$ cat config.mk
export PLATFORM = sky130hd
export DESIGN_NAME = switch_output_port_lookup
export DESIGN_NICKNAME = d
export VERILOG_FILES = /design/src/common/lookup_pkg.sv /design/src/common/regs_pkg.sv /design/src/output_port_lookup/mac_cam.sv /design/src/output_port_lookup/output_port_lookup.sv /design/src/verilog/axi_lite_slave.sv /design/src/verilog/lookup_regs.sv /design/src/verilog/switch_output_port_lookup.sv
export VERILOG_INCLUDE_DIRS = /design/src /design/src/common
export SDC_FILE = /design/constraint.sdc
export NUM_CORES = 2
export LEC_CHECK = 0
export BUFFER_PORTS_ARGS = -buffer_cell sky130_fd_sc_hd__buf_2
export CAP_MARGIN = 5
export CORE_AREA = 2 2 382 384
export CTS_CLUSTER_DIAMETER = 40
export CTS_CLUSTER_SIZE = 25
export DETAILED_ROUTE_END_ITERATION = 6
export DIE_AREA = 0 0 384 386
export HOLD_SLACK_MARGIN = 0.12
export PLACE_DENSITY_LB_ADDON = 0.3
export RECOVER_POWER = 25
export SYNTH_ARGS = -nofsm -noshare
export SYNTH_HDL_FRONTEND = slang
export SYNTH_HIERARCHICAL = 1
export SYNTH_SLANG_ARGS = --single-unit
$ cat constraint.sdc
create_clock -name S_AXI_ACLK -period 15.15 [get_ports S_AXI_ACLK]
set_input_delay 3.03 -clock S_AXI_ACLK [delete_from_list [all_inputs] [get_ports S_AXI_ACLK]]
set_output_delay 3.03 -clock S_AXI_ACLK [all_outputs]
set_load 0.02 [all_outputs]
$ cat src/common/lookup_settings.svh
/*
  Output port lookup settings
  Stream widths, tuser port field positions, CAM depth and register bus widths
*/
`ifndef LOOKUP_SETTINGS_SVH
`define LOOKUP_SETTINGS_SVH

// AXI4-Stream datapath
`define DATA_WIDTH      256
`define TUSER_WIDTH     128

// One-hot port fields inside tuser
`define SRC_PORT_POS    16
`define DST_PORT_POS    24
`define NUM_QUEUES      8
`define PHYS_PORT_MASK  8'b01010101

`define CAM_DEPTH       16

// AXI4-Lite register bus
`define REG_DATA_WIDTH  32
`define REG_ADDR_WIDTH  32

`endif

$ cat src/common/lookup_pkg.sv
/*
  Lookup packet path types
  Ethernet address, one-hot port set and header parser states
*/
`default_nettype none

`include "lookup_settings.svh"

package lookup_pkg;

  typedef logic [47:0] mac_addr_t;

  // One bit per output queue
  typedef logic [`NUM_QUEUES-1:0] port_t;

  // HEADER means the next accepted beat opens a packet
  typedef enum logic {
    HEADER  = 1'b0,
    PAYLOAD = 1'b1
  } parse_state_t;

endpackage

`default_nettype wire

$ cat src/common/regs_pkg.sv
/*
  Register path types
  Register byte offsets and AXI response codes
*/
`default_nettype none

`include "lookup_settings.svh"

package regs_pkg;

  typedef enum logic [`REG_ADDR_WIDTH-1:0] {
    REG_CTRL     = 'h0,
    REG_HIT_CNT  = 'h4,
    REG_MISS_CNT = 'h8
  } reg_addr_t;

  typedef enum logic [1:0] {
    RESP_OKAY   = 2'b00,
    RESP_SLVERR = 2'b10
  } axi_resp_t;

endpackage

`default_nettype wire

$ cat src/output_port_lookup/mac_cam.sv
/*
  MAC learning CAM
  Parallel match over all entries, in-place update and round-robin replacement
*/
`default_nettype none

`include "lookup_settings.svh"

module mac_cam
  import lookup_pkg::*;
(
  input  logic      clk,
  input  logic      resetn,
  input  mac_addr_t dst_mac,
  output logic      match,
  output port_t     match_port,
  input  logic      learn,
  input  mac_addr_t src_mac,
  input  port_t     src_port
);

  localparam int IDX_W = $clog2(`CAM_DEPTH);

  mac_addr_t             mac_tbl [`CAM_DEPTH];
  port_t                 port_tbl [`CAM_DEPTH];
  logic [`CAM_DEPTH-1:0] valid;
  logic [IDX_W-1:0]      wr_ptr;
  logic [IDX_W-1:0]      dst_idx;
  logic [IDX_W-1:0]      src_idx;
  logic                  src_hit;

  // Lowest valid entry holding this address
  function automatic void find_entry(input mac_addr_t mac, output logic hit,
                                     output logic [IDX_W-1:0] idx);
    hit = 1'b0;
    idx = '0;
    for (int i = 0; i < `CAM_DEPTH; i++) begin
      if (!hit && valid[i] && mac_tbl[i] == mac) begin
        hit = 1'b1;
        idx = IDX_W'(i);
      end
    end
  endfunction

  always_comb begin
    find_entry(dst_mac, match, dst_idx);
    find_entry(src_mac, src_hit, src_idx);
  end

  assign match_port = port_tbl[dst_idx];

  always_ff @(posedge clk) begin
    if (!resetn) begin
      valid  <= '0;
      wr_ptr <= '0;
    end else if (learn && !src_hit) begin
      valid[wr_ptr] <= 1'b1;
      wr_ptr        <= (wr_ptr == IDX_W'(`CAM_DEPTH - 1)) ? '0 : wr_ptr + 1'b1;
    end
  end

  // Known MAC moves to its new port, unknown MAC takes the oldest slot
  always_ff @(posedge clk) begin
    if (learn) begin
      if (src_hit) begin
        port_tbl[src_idx] <= src_port;
      end else begin
        mac_tbl[wr_ptr]  <= src_mac;
        port_tbl[wr_ptr] <= src_port;
      end
    end
  end

endmodule

`default_nettype wire

$ cat src/output_port_lookup/output_port_lookup.sv
/*
  Output port lookup stage
  Learns the source MAC and writes the destination port field on each header beat
*/
`default_nettype none

`include "lookup_settings.svh"

module output_port_lookup
  import lookup_pkg::*;
(
  input  logic                     axi_aclk,
  input  logic                     axi_resetn,
  input  logic [`DATA_WIDTH-1:0]   s_axis_tdata,
  input  logic [`DATA_WIDTH/8-1:0] s_axis_tstrb,
  input  logic [`TUSER_WIDTH-1:0]  s_axis_tuser,
  input  logic                     s_axis_tvalid,
  output logic                     s_axis_tready,
  input  logic                     s_axis_tlast,
  output logic [`DATA_WIDTH-1:0]   m_axis_tdata,
  output logic [`DATA_WIDTH/8-1:0] m_axis_tstrb,
  output logic [`TUSER_WIDTH-1:0]  m_axis_tuser,
  output logic                     m_axis_tvalid,
  input  logic                     m_axis_tready,
  output logic                     m_axis_tlast,
  output logic                     lut_hit,
  output logic                     lut_miss
);

  parse_state_t              state;
  logic                      accept;
  logic                      is_header;
  logic                      mcast;
  logic                      match;
  mac_addr_t                 dst_mac;
  mac_addr_t                 src_mac;
  port_t                     src_port;
  port_t                     match_port;
  port_t                     dst_port;
  logic [`TUSER_WIDTH-1:0]   tuser_next;

  // One-beat pipeline register, refilled while it drains
  assign s_axis_tready = !m_axis_tvalid || m_axis_tready;
  assign accept        = s_axis_tvalid && s_axis_tready;
  assign is_header     = (state == HEADER);

  // Ethernet header sits at the bottom of the first beat
  assign dst_mac  = s_axis_tdata[47:0];
  assign src_mac  = s_axis_tdata[95:48];
  assign src_port = s_axis_tuser[`SRC_PORT_POS +: `NUM_QUEUES];
  assign mcast    = dst_mac[0];

  mac_cam u_mac_cam (
    .clk        (axi_aclk),
    .resetn     (axi_resetn),
    .dst_mac    (dst_mac),
    .match      (match),
    .match_port (match_port),
    .learn      (accept && is_header),
    .src_mac    (src_mac),
    .src_port   (src_port)
  );

  // Flood to every physical port except the one the packet came in on
  assign dst_port = (match && !mcast) ? match_port : (`PHYS_PORT_MASK & ~src_port);

  assign lut_hit  = accept && is_header && match && !mcast;
  assign lut_miss = accept && is_header && !(match && !mcast);

  always_comb begin
    tuser_next = s_axis_tuser;
    if (is_header) begin
      tuser_next[`DST_PORT_POS +: `NUM_QUEUES] = dst_port;
    end
  end

  always_ff @(posedge axi_aclk) begin
    if (!axi_resetn) begin
      state <= HEADER;
    end else if (accept) begin
      state <= s_axis_tlast ? HEADER : PAYLOAD;
    end
  end

  always_ff @(posedge axi_aclk) begin
    if (!axi_resetn) begin
      m_axis_tvalid <= 1'b0;
    end else if (accept) begin
      m_axis_tvalid <= 1'b1;
    end else if (m_axis_tready) begin
      m_axis_tvalid <= 1'b0;
    end
  end

  always_ff @(posedge axi_aclk) begin
    if (accept) begin
      m_axis_tdata <= s_axis_tdata;
      m_axis_tstrb <= s_axis_tstrb;
      m_axis_tuser <= tuser_next;
      m_axis_tlast <= s_axis_tlast;
    end
  end

endmodule

`default_nettype wire

$ cat src/verilog/axi_lite_slave.sv
/*
  AXI4-Lite slave
  Turns bus transactions into single-cycle register strobes, one outstanding per channel
*/
`default_nettype none

`include "lookup_settings.svh"

module axi_lite_slave
  import regs_pkg::*;
(
  input  logic                       s_axi_aclk,
  input  logic                       s_axi_aresetn,
  input  logic [`REG_ADDR_WIDTH-1:0] awaddr,
  input  logic                       awvalid,
  output logic                       awready,
  input  logic [`REG_DATA_WIDTH-1:0] wdata,
  input  logic                       wvalid,
  output logic                       wready,
  output axi_resp_t                  bresp,
  output logic                       bvalid,
  input  logic                       bready,
  input  logic [`REG_ADDR_WIDTH-1:0] araddr,
  input  logic                       arvalid,
  output logic                       arready,
  output logic [`REG_DATA_WIDTH-1:0] rdata,
  output axi_resp_t                  rresp,
  output logic                       rvalid,
  input  logic                       rready,
  output logic                       reg_wr,
  output logic                       reg_rd,
  output logic [`REG_ADDR_WIDTH-1:0] reg_addr,
  output logic [`REG_DATA_WIDTH-1:0] reg_wdata,
  input  logic [`REG_DATA_WIDTH-1:0] reg_rdata,
  input  logic                       reg_err
);

  logic wr_start;
  logic rd_start;

  // Write wins when both channels start together, so the strobes never overlap
  assign wr_start = awvalid && wvalid && !bvalid && !awready;
  assign rd_start = arvalid && !rvalid && !arready && !wr_start;

  // Address and data are accepted in the same cycle
  assign wready    = awready;
  assign reg_wr    = awready;
  assign reg_rd    = arready;
  assign reg_addr  = awready ? awaddr : araddr;
  assign reg_wdata = wdata;

  always_ff @(posedge s_axi_aclk) begin
    if (!s_axi_aresetn) begin
      awready <= 1'b0;
      bvalid  <= 1'b0;
    end else begin
      awready <= wr_start;
      if (awready) begin
        bvalid <= 1'b1;
      end else if (bready) begin
        bvalid <= 1'b0;
      end
    end
  end

  always_ff @(posedge s_axi_aclk) begin
    if (!s_axi_aresetn) begin
      arready <= 1'b0;
      rvalid  <= 1'b0;
    end else begin
      arready <= rd_start;
      if (arready) begin
        rvalid <= 1'b1;
      end else if (rready) begin
        rvalid <= 1'b0;
      end
    end
  end

  // Response payload captured on the strobe cycle
  always_ff @(posedge s_axi_aclk) begin
    if (awready) begin
      bresp <= reg_err ? RESP_SLVERR : RESP_OKAY;
    end
    if (arready) begin
      rdata <= reg_rdata;
      rresp <= reg_err ? RESP_SLVERR : RESP_OKAY;
    end
  end

endmodule

`default_nettype wire

$ cat src/verilog/lookup_regs.sv
/*
  Lookup register file
  Counter clear control bit plus the wrapping hit and miss counters
*/
`default_nettype none

`include "lookup_settings.svh"

module lookup_regs
  import regs_pkg::*;
(
  input  logic                       clk,
  input  logic                       resetn,
  input  logic                       reg_wr,
  input  logic                       reg_rd,
  input  logic [`REG_ADDR_WIDTH-1:0] reg_addr,
  input  logic [`REG_DATA_WIDTH-1:0] reg_wdata,
  output logic [`REG_DATA_WIDTH-1:0] reg_rdata,
  output logic                       reg_err,
  input  logic                       lut_hit,
  input  logic                       lut_miss
);

  reg_addr_t                  addr;
  logic                       mapped;
  logic                       writable;
  logic                       clr_cntrs;
  logic [`REG_DATA_WIDTH-1:0] hit_cnt;
  logic [`REG_DATA_WIDTH-1:0] miss_cnt;

  assign addr = reg_addr_t'(reg_addr);

  always_comb begin
    mapped    = 1'b1;
    writable  = 1'b0;
    reg_rdata = '0;
    case (addr)
      REG_CTRL: begin
        writable  = 1'b1;
        reg_rdata = {{(`REG_DATA_WIDTH-1){1'b0}}, clr_cntrs};
      end
      REG_HIT_CNT:  reg_rdata = hit_cnt;
      REG_MISS_CNT: reg_rdata = miss_cnt;
      default:      mapped = 1'b0;
    endcase
  end

  // Unmapped reads, and writes anywhere but the control word
  assign reg_err = (reg_rd && !mapped) || (reg_wr && !writable);

  always_ff @(posedge clk) begin
    if (!resetn) begin
      clr_cntrs <= 1'b0;
    end else if (reg_wr && writable) begin
      clr_cntrs <= reg_wdata[0];
    end
  end

  always_ff @(posedge clk) begin
    if (!resetn) begin
      hit_cnt  <= '0;
      miss_cnt <= '0;
    end else if (clr_cntrs) begin
      hit_cnt  <= '0;
      miss_cnt <= '0;
    end else begin
      if (lut_hit) begin
        hit_cnt <= hit_cnt + 1'b1;
      end
      if (lut_miss) begin
        miss_cnt <= miss_cnt + 1'b1;
      end
    end
  end

endmodule

`default_nettype wire

$ cat src/verilog/switch_output_port_lookup.sv
/*
  Switch output port lookup wrapper
  Joins the AXI4-Lite slave, the counter registers and the learning lookup stage
*/
`default_nettype none

`include "lookup_settings.svh"

module switch_output_port_lookup (
  input  logic                         S_AXI_ACLK,
  input  logic                         S_AXI_ARESETN,
  input  logic [`REG_ADDR_WIDTH-1:0]   S_AXI_AWADDR,
  input  logic                         S_AXI_AWVALID,
  input  logic [`REG_DATA_WIDTH-1:0]   S_AXI_WDATA,
  input  logic                         S_AXI_WVALID,
  input  logic                         S_AXI_BREADY,
  input  logic [`REG_ADDR_WIDTH-1:0]   S_AXI_ARADDR,
  input  logic                         S_AXI_ARVALID,
  input  logic                         S_AXI_RREADY,
  output logic                         S_AXI_ARREADY,
  output logic [`REG_DATA_WIDTH-1:0]   S_AXI_RDATA,
  output logic [1:0]                   S_AXI_RRESP,
  output logic                         S_AXI_RVALID,
  output logic                         S_AXI_WREADY,
  output logic [1:0]                   S_AXI_BRESP,
  output logic                         S_AXI_BVALID,
  output logic                         S_AXI_AWREADY,

  // Master stream towards the output queues
  output logic [`DATA_WIDTH-1:0]       M_AXIS_TDATA,
  output logic [`DATA_WIDTH/8-1:0]     M_AXIS_TSTRB,
  output logic [`TUSER_WIDTH-1:0]      M_AXIS_TUSER,
  output logic                         M_AXIS_TVALID,
  input  logic                         M_AXIS_TREADY,
  output logic                         M_AXIS_TLAST,

  // Slave stream from the input arbiter
  input  logic [`DATA_WIDTH-1:0]       S_AXIS_TDATA,
  input  logic [`DATA_WIDTH/8-1:0]     S_AXIS_TSTRB,
  input  logic [`TUSER_WIDTH-1:0]      S_AXIS_TUSER,
  input  logic                         S_AXIS_TVALID,
  output logic                         S_AXIS_TREADY,
  input  logic                         S_AXIS_TLAST
);

  logic                       reg_wr;
  logic                       reg_rd;
  logic [`REG_ADDR_WIDTH-1:0] reg_addr;
  logic [`REG_DATA_WIDTH-1:0] reg_wdata;
  logic [`REG_DATA_WIDTH-1:0] reg_rdata;
  logic                       reg_err;
  logic                       lut_hit;
  logic                       lut_miss;

  axi_lite_slave u_axi_lite_slave (
    .s_axi_aclk    (S_AXI_ACLK),
    .s_axi_aresetn (S_AXI_ARESETN),
    .awaddr        (S_AXI_AWADDR),
    .awvalid       (S_AXI_AWVALID),
    .awready       (S_AXI_AWREADY),
    .wdata         (S_AXI_WDATA),
    .wvalid        (S_AXI_WVALID),
    .wready        (S_AXI_WREADY),
    .bresp         (S_AXI_BRESP),
    .bvalid        (S_AXI_BVALID),
    .bready        (S_AXI_BREADY),
    .araddr        (S_AXI_ARADDR),
    .arvalid       (S_AXI_ARVALID),
    .arready       (S_AXI_ARREADY),
    .rdata         (S_AXI_RDATA),
    .rresp         (S_AXI_RRESP),
    .rvalid        (S_AXI_RVALID),
    .rready        (S_AXI_RREADY),
    .reg_wr        (reg_wr),
    .reg_rd        (reg_rd),
    .reg_addr      (reg_addr),
    .reg_wdata     (reg_wdata),
    .reg_rdata     (reg_rdata),
    .reg_err       (reg_err)
  );

  lookup_regs u_lookup_regs (
    .clk       (S_AXI_ACLK),
    .resetn    (S_AXI_ARESETN),
    .reg_wr    (reg_wr),
    .reg_rd    (reg_rd),
    .reg_addr  (reg_addr),
    .reg_wdata (reg_wdata),
    .reg_rdata (reg_rdata),
    .reg_err   (reg_err),
    .lut_hit   (lut_hit),
    .lut_miss  (lut_miss)
  );

  output_port_lookup u_output_port_lookup (
    .axi_aclk      (S_AXI_ACLK),
    .axi_resetn    (S_AXI_ARESETN),
    .s_axis_tdata  (S_AXIS_TDATA),
    .s_axis_tstrb  (S_AXIS_TSTRB),
    .s_axis_tuser  (S_AXIS_TUSER),
    .s_axis_tvalid (S_AXIS_TVALID),
    .s_axis_tready (S_AXIS_TREADY),
    .s_axis_tlast  (S_AXIS_TLAST),
    .m_axis_tdata  (M_AXIS_TDATA),
    .m_axis_tstrb  (M_AXIS_TSTRB),
    .m_axis_tuser  (M_AXIS_TUSER),
    .m_axis_tvalid (M_AXIS_TVALID),
    .m_axis_tready (M_AXIS_TREADY),
    .m_axis_tlast  (M_AXIS_TLAST),
    .lut_hit       (lut_hit),
    .lut_miss      (lut_miss)
  );

endmodule

`default_nettype wire
==> results.yml <==
outcome:
  status: "finished, violations left"
  violations: "max-capacitance violations, max-slew violations"
worst_setup_path:
  crit_path_end_kind: "register"
  r2r-start: "u_output_port_lookup/u_mac_cam/mac_tbl[2][1]"
  crit_path_start: "S_AXIS_TDATA[45]"
  crit_required_ns: 15.85
  arrival_ns: 11.14
  path_max_fanout: 15
  start_kind: "primary input"
  worstSetupPathType: "primary input to register"
drt:
  drt_wl_total_um: 306000
  wl_per_cell_um: 38.8
  ant_nets: 0
  drt_iter0_markers: 8814
  drc: 0
  dr.pass1.iters: 6
  drt-vias-per-instance: 6.24
  num_vias: 49200
power_and_ir_drop:
  seqPwrFrac: 0.433
  peakVddDrop_uv: 111
  p_sw_frac: 0.265
  power_switching_mw: 2.77
  p_leak_nw: 27.8
  clkPwrFrac: 0.477
  p_per_area_nw_per_um2: 131
  internal_power_mw: 7.69
  p_comb_frac: 0.090
global_routing:
  grt_util_all_layers: 0.401
  grt_antenna_before_repair: 127
  grt_pass1_wl_um: 396000
  grt_pass1_vias: 45000
  globalRoute.totalOverflow: 0
  grt_max_degree: 79
finish:
  nFillCells: 12000
  final_util: 0.554
  stdcell_count: 7886
  fin_nets: 6271
  syn_to_final_growth_pct: 21.2
  drive_gt1_frac: 0.231
  postLayoutCellArea_sq_um: 80100
synthesis:
  syn-cell-area_sq_um: 66100
  syn_inst: 4689
  yosys_warnings: 6
  synth_area_per_cell_sq_um: 14.1
timing:
  period_needed_ns: 10.43
  maxSlewViolCount: 1202
  hold_viol_final: 0
  rsz0062_at_grt: "no"
  skew_ns: 0.0621
  max_freq_ghz: 0.0958
  timing.final.ws_setup_ns: 4.72
  tns_ns: 0
  slew_headroom: -1.38
  finalSetupViolCount: 0
  worst_slew_pin_slew_ns: 3.57
  fin_crit_sh: 0.689
clock_network:
  cts_setup_buffers: 0
  cts_resized: 0
  cts_max_path_buffers: 3
  clk_pin_slew_ns: 0.06
  htreeDepth: 4
  clock_latency_ns: 0.85
  cts_root_buffer: "clkbuf_16"
  cts.sinks: 1438
  cts_buffers: 204
  holdBufCountCts: 0
  cts_tree: "built"
placed_design:
  dpl_cell_area_sq_um: 73200
  dp_hpwl_um: 211000
  port_buffers: 948
  gp_routability_congestion: 1.10
  dp.cells: 7454
  dpl_worst_slack_ns: 5.94
die:
  die_x_um: 384
  core_area_sq_um: 145000
  fp.dieH_um: 386
  core.rowCount: 140
  start_util: 0.457
  die_area_sq_um: 148000
  io_pins: 982
hold_path:
  min_from: "u_axi_lite_slave/rvalid"
  hold_class: "register to register"
job:
  max_cap_violations: 63
[path summary, 6_finish.rpt]
path                                endpoint  slack [ns]  cells past startpoint
setup / recovery  u_lookup_regs/miss_cnt[24]        4.72                     15
hold / removal      u_axi_lite_slave/arready        0.45                      1
setup reg to reg  u_lookup_regs/miss_cnt[24]        9.12                     13
hold reg to reg     u_axi_lite_slave/arready        0.45                      1
[final cells by class]
cell class	instances	area, sq um	share of cell area
sequential	1438	42300	0.528
inverter	119	447	0.00558
timing repair buffer	1101	5530	0.0690
antenna	45	113	0.00141
clock buffer	224	5230	0.0653
clock inverter	163	1950	0.0243
tap	1917	2400	0.0299
multi-input combinational	2879	22200	0.277
[critical path, cell delays in order]
cell	delay, ns
buf_2	0.08
clkbuf_1	2.09
inv_2	0.67
o22ai_1	0.36
a221oi_1	0.08
nand4_1	0.53
o22ai_1	0.24
nor4_1	0.93
nand2_1	0.45
and2b_1	0.35
nor2_1	0.51
and3_1	0.52
nand4_1	0.51
or4_1	0.57
a21oi_1	0.15
[power groups by stage]
| stage | sequential, mW | clock, mW | combinational (mW) |
|---|---|---|---|
| floorplan | 4.69 | 0 | 0.350 |
| global placement | 4.61 | 0 | 0.905 |
| detailed placement | 4.61 | 0 | 0.910 |
| CTS | 4.53 | 5.01 | 0.914 |
| global route | 4.53 | 5.17 | 0.953 |
| finish | 4.53 | 4.98 | 0.946 |
[flip-flops by register name (all words and copies together) (netlist names), 4 cells and up]
| signal | count |
|---|---|
| u_axi_lite_slave/rdata | 32 |
| u_lookup_regs/hit_cnt | 32 |
| u_lookup_regs/miss_cnt | 32 |
| u_output_port_lookup/m_axis_tdata | 256 |
| u_output_port_lookup/m_axis_tstrb | 32 |
| u_output_port_lookup/m_axis_tuser | 128 |
| u_output_port_lookup/u_mac_cam/mac_tbl | 768 |
| u_output_port_lookup/u_mac_cam/port_tbl | 128 |
| u_output_port_lookup/u_mac_cam/valid | 16 |
| u_output_port_lookup/u_mac_cam/wr_ptr | 4 |
[through the flow]
stage | hold WS, ns | total power, mW
6_report | 0.453 | 10.5
5_1_grt | 0.468 | 10.7
4_1_cts | 0.438 | 10.4
3_5_place_dp | 0.424 | 5.52
3_3_place_gp | 0.411 | 5.51
2_1_floorplan | 0.443 | 5.04
[layout by cell type, fill, tap and decap left out, types with 55 or more instances in the layout]
master	count
buf_4	95
edfxtp_1	1347
xnor2_1	702
mux2i_1	58
nand3_1	61
buf_2	832
a21oi_1	65
xor2_1	687
nor3_1	55
nor2_1	108
dfxtp_1	91
nand4_1	221
nor4_1	228
nand2_1	98
clkbuf_16	204
inv_1	115
clkbuf_1	189
[metal layers]
layer | global-route usage | share of wire | up-vias
li1 | - | - | 19600
met1 | 0.526 | 0.36 | 24400
met2 | 0.586 | 0.43 | 4234
met3 | 0.114 | 0.13 | 990
met4 | 0.245 | 0.071 | 30
met5 | 0.00780 | 0.0012 | -
No activity file was read; power rests on OpenSTA's default activity.
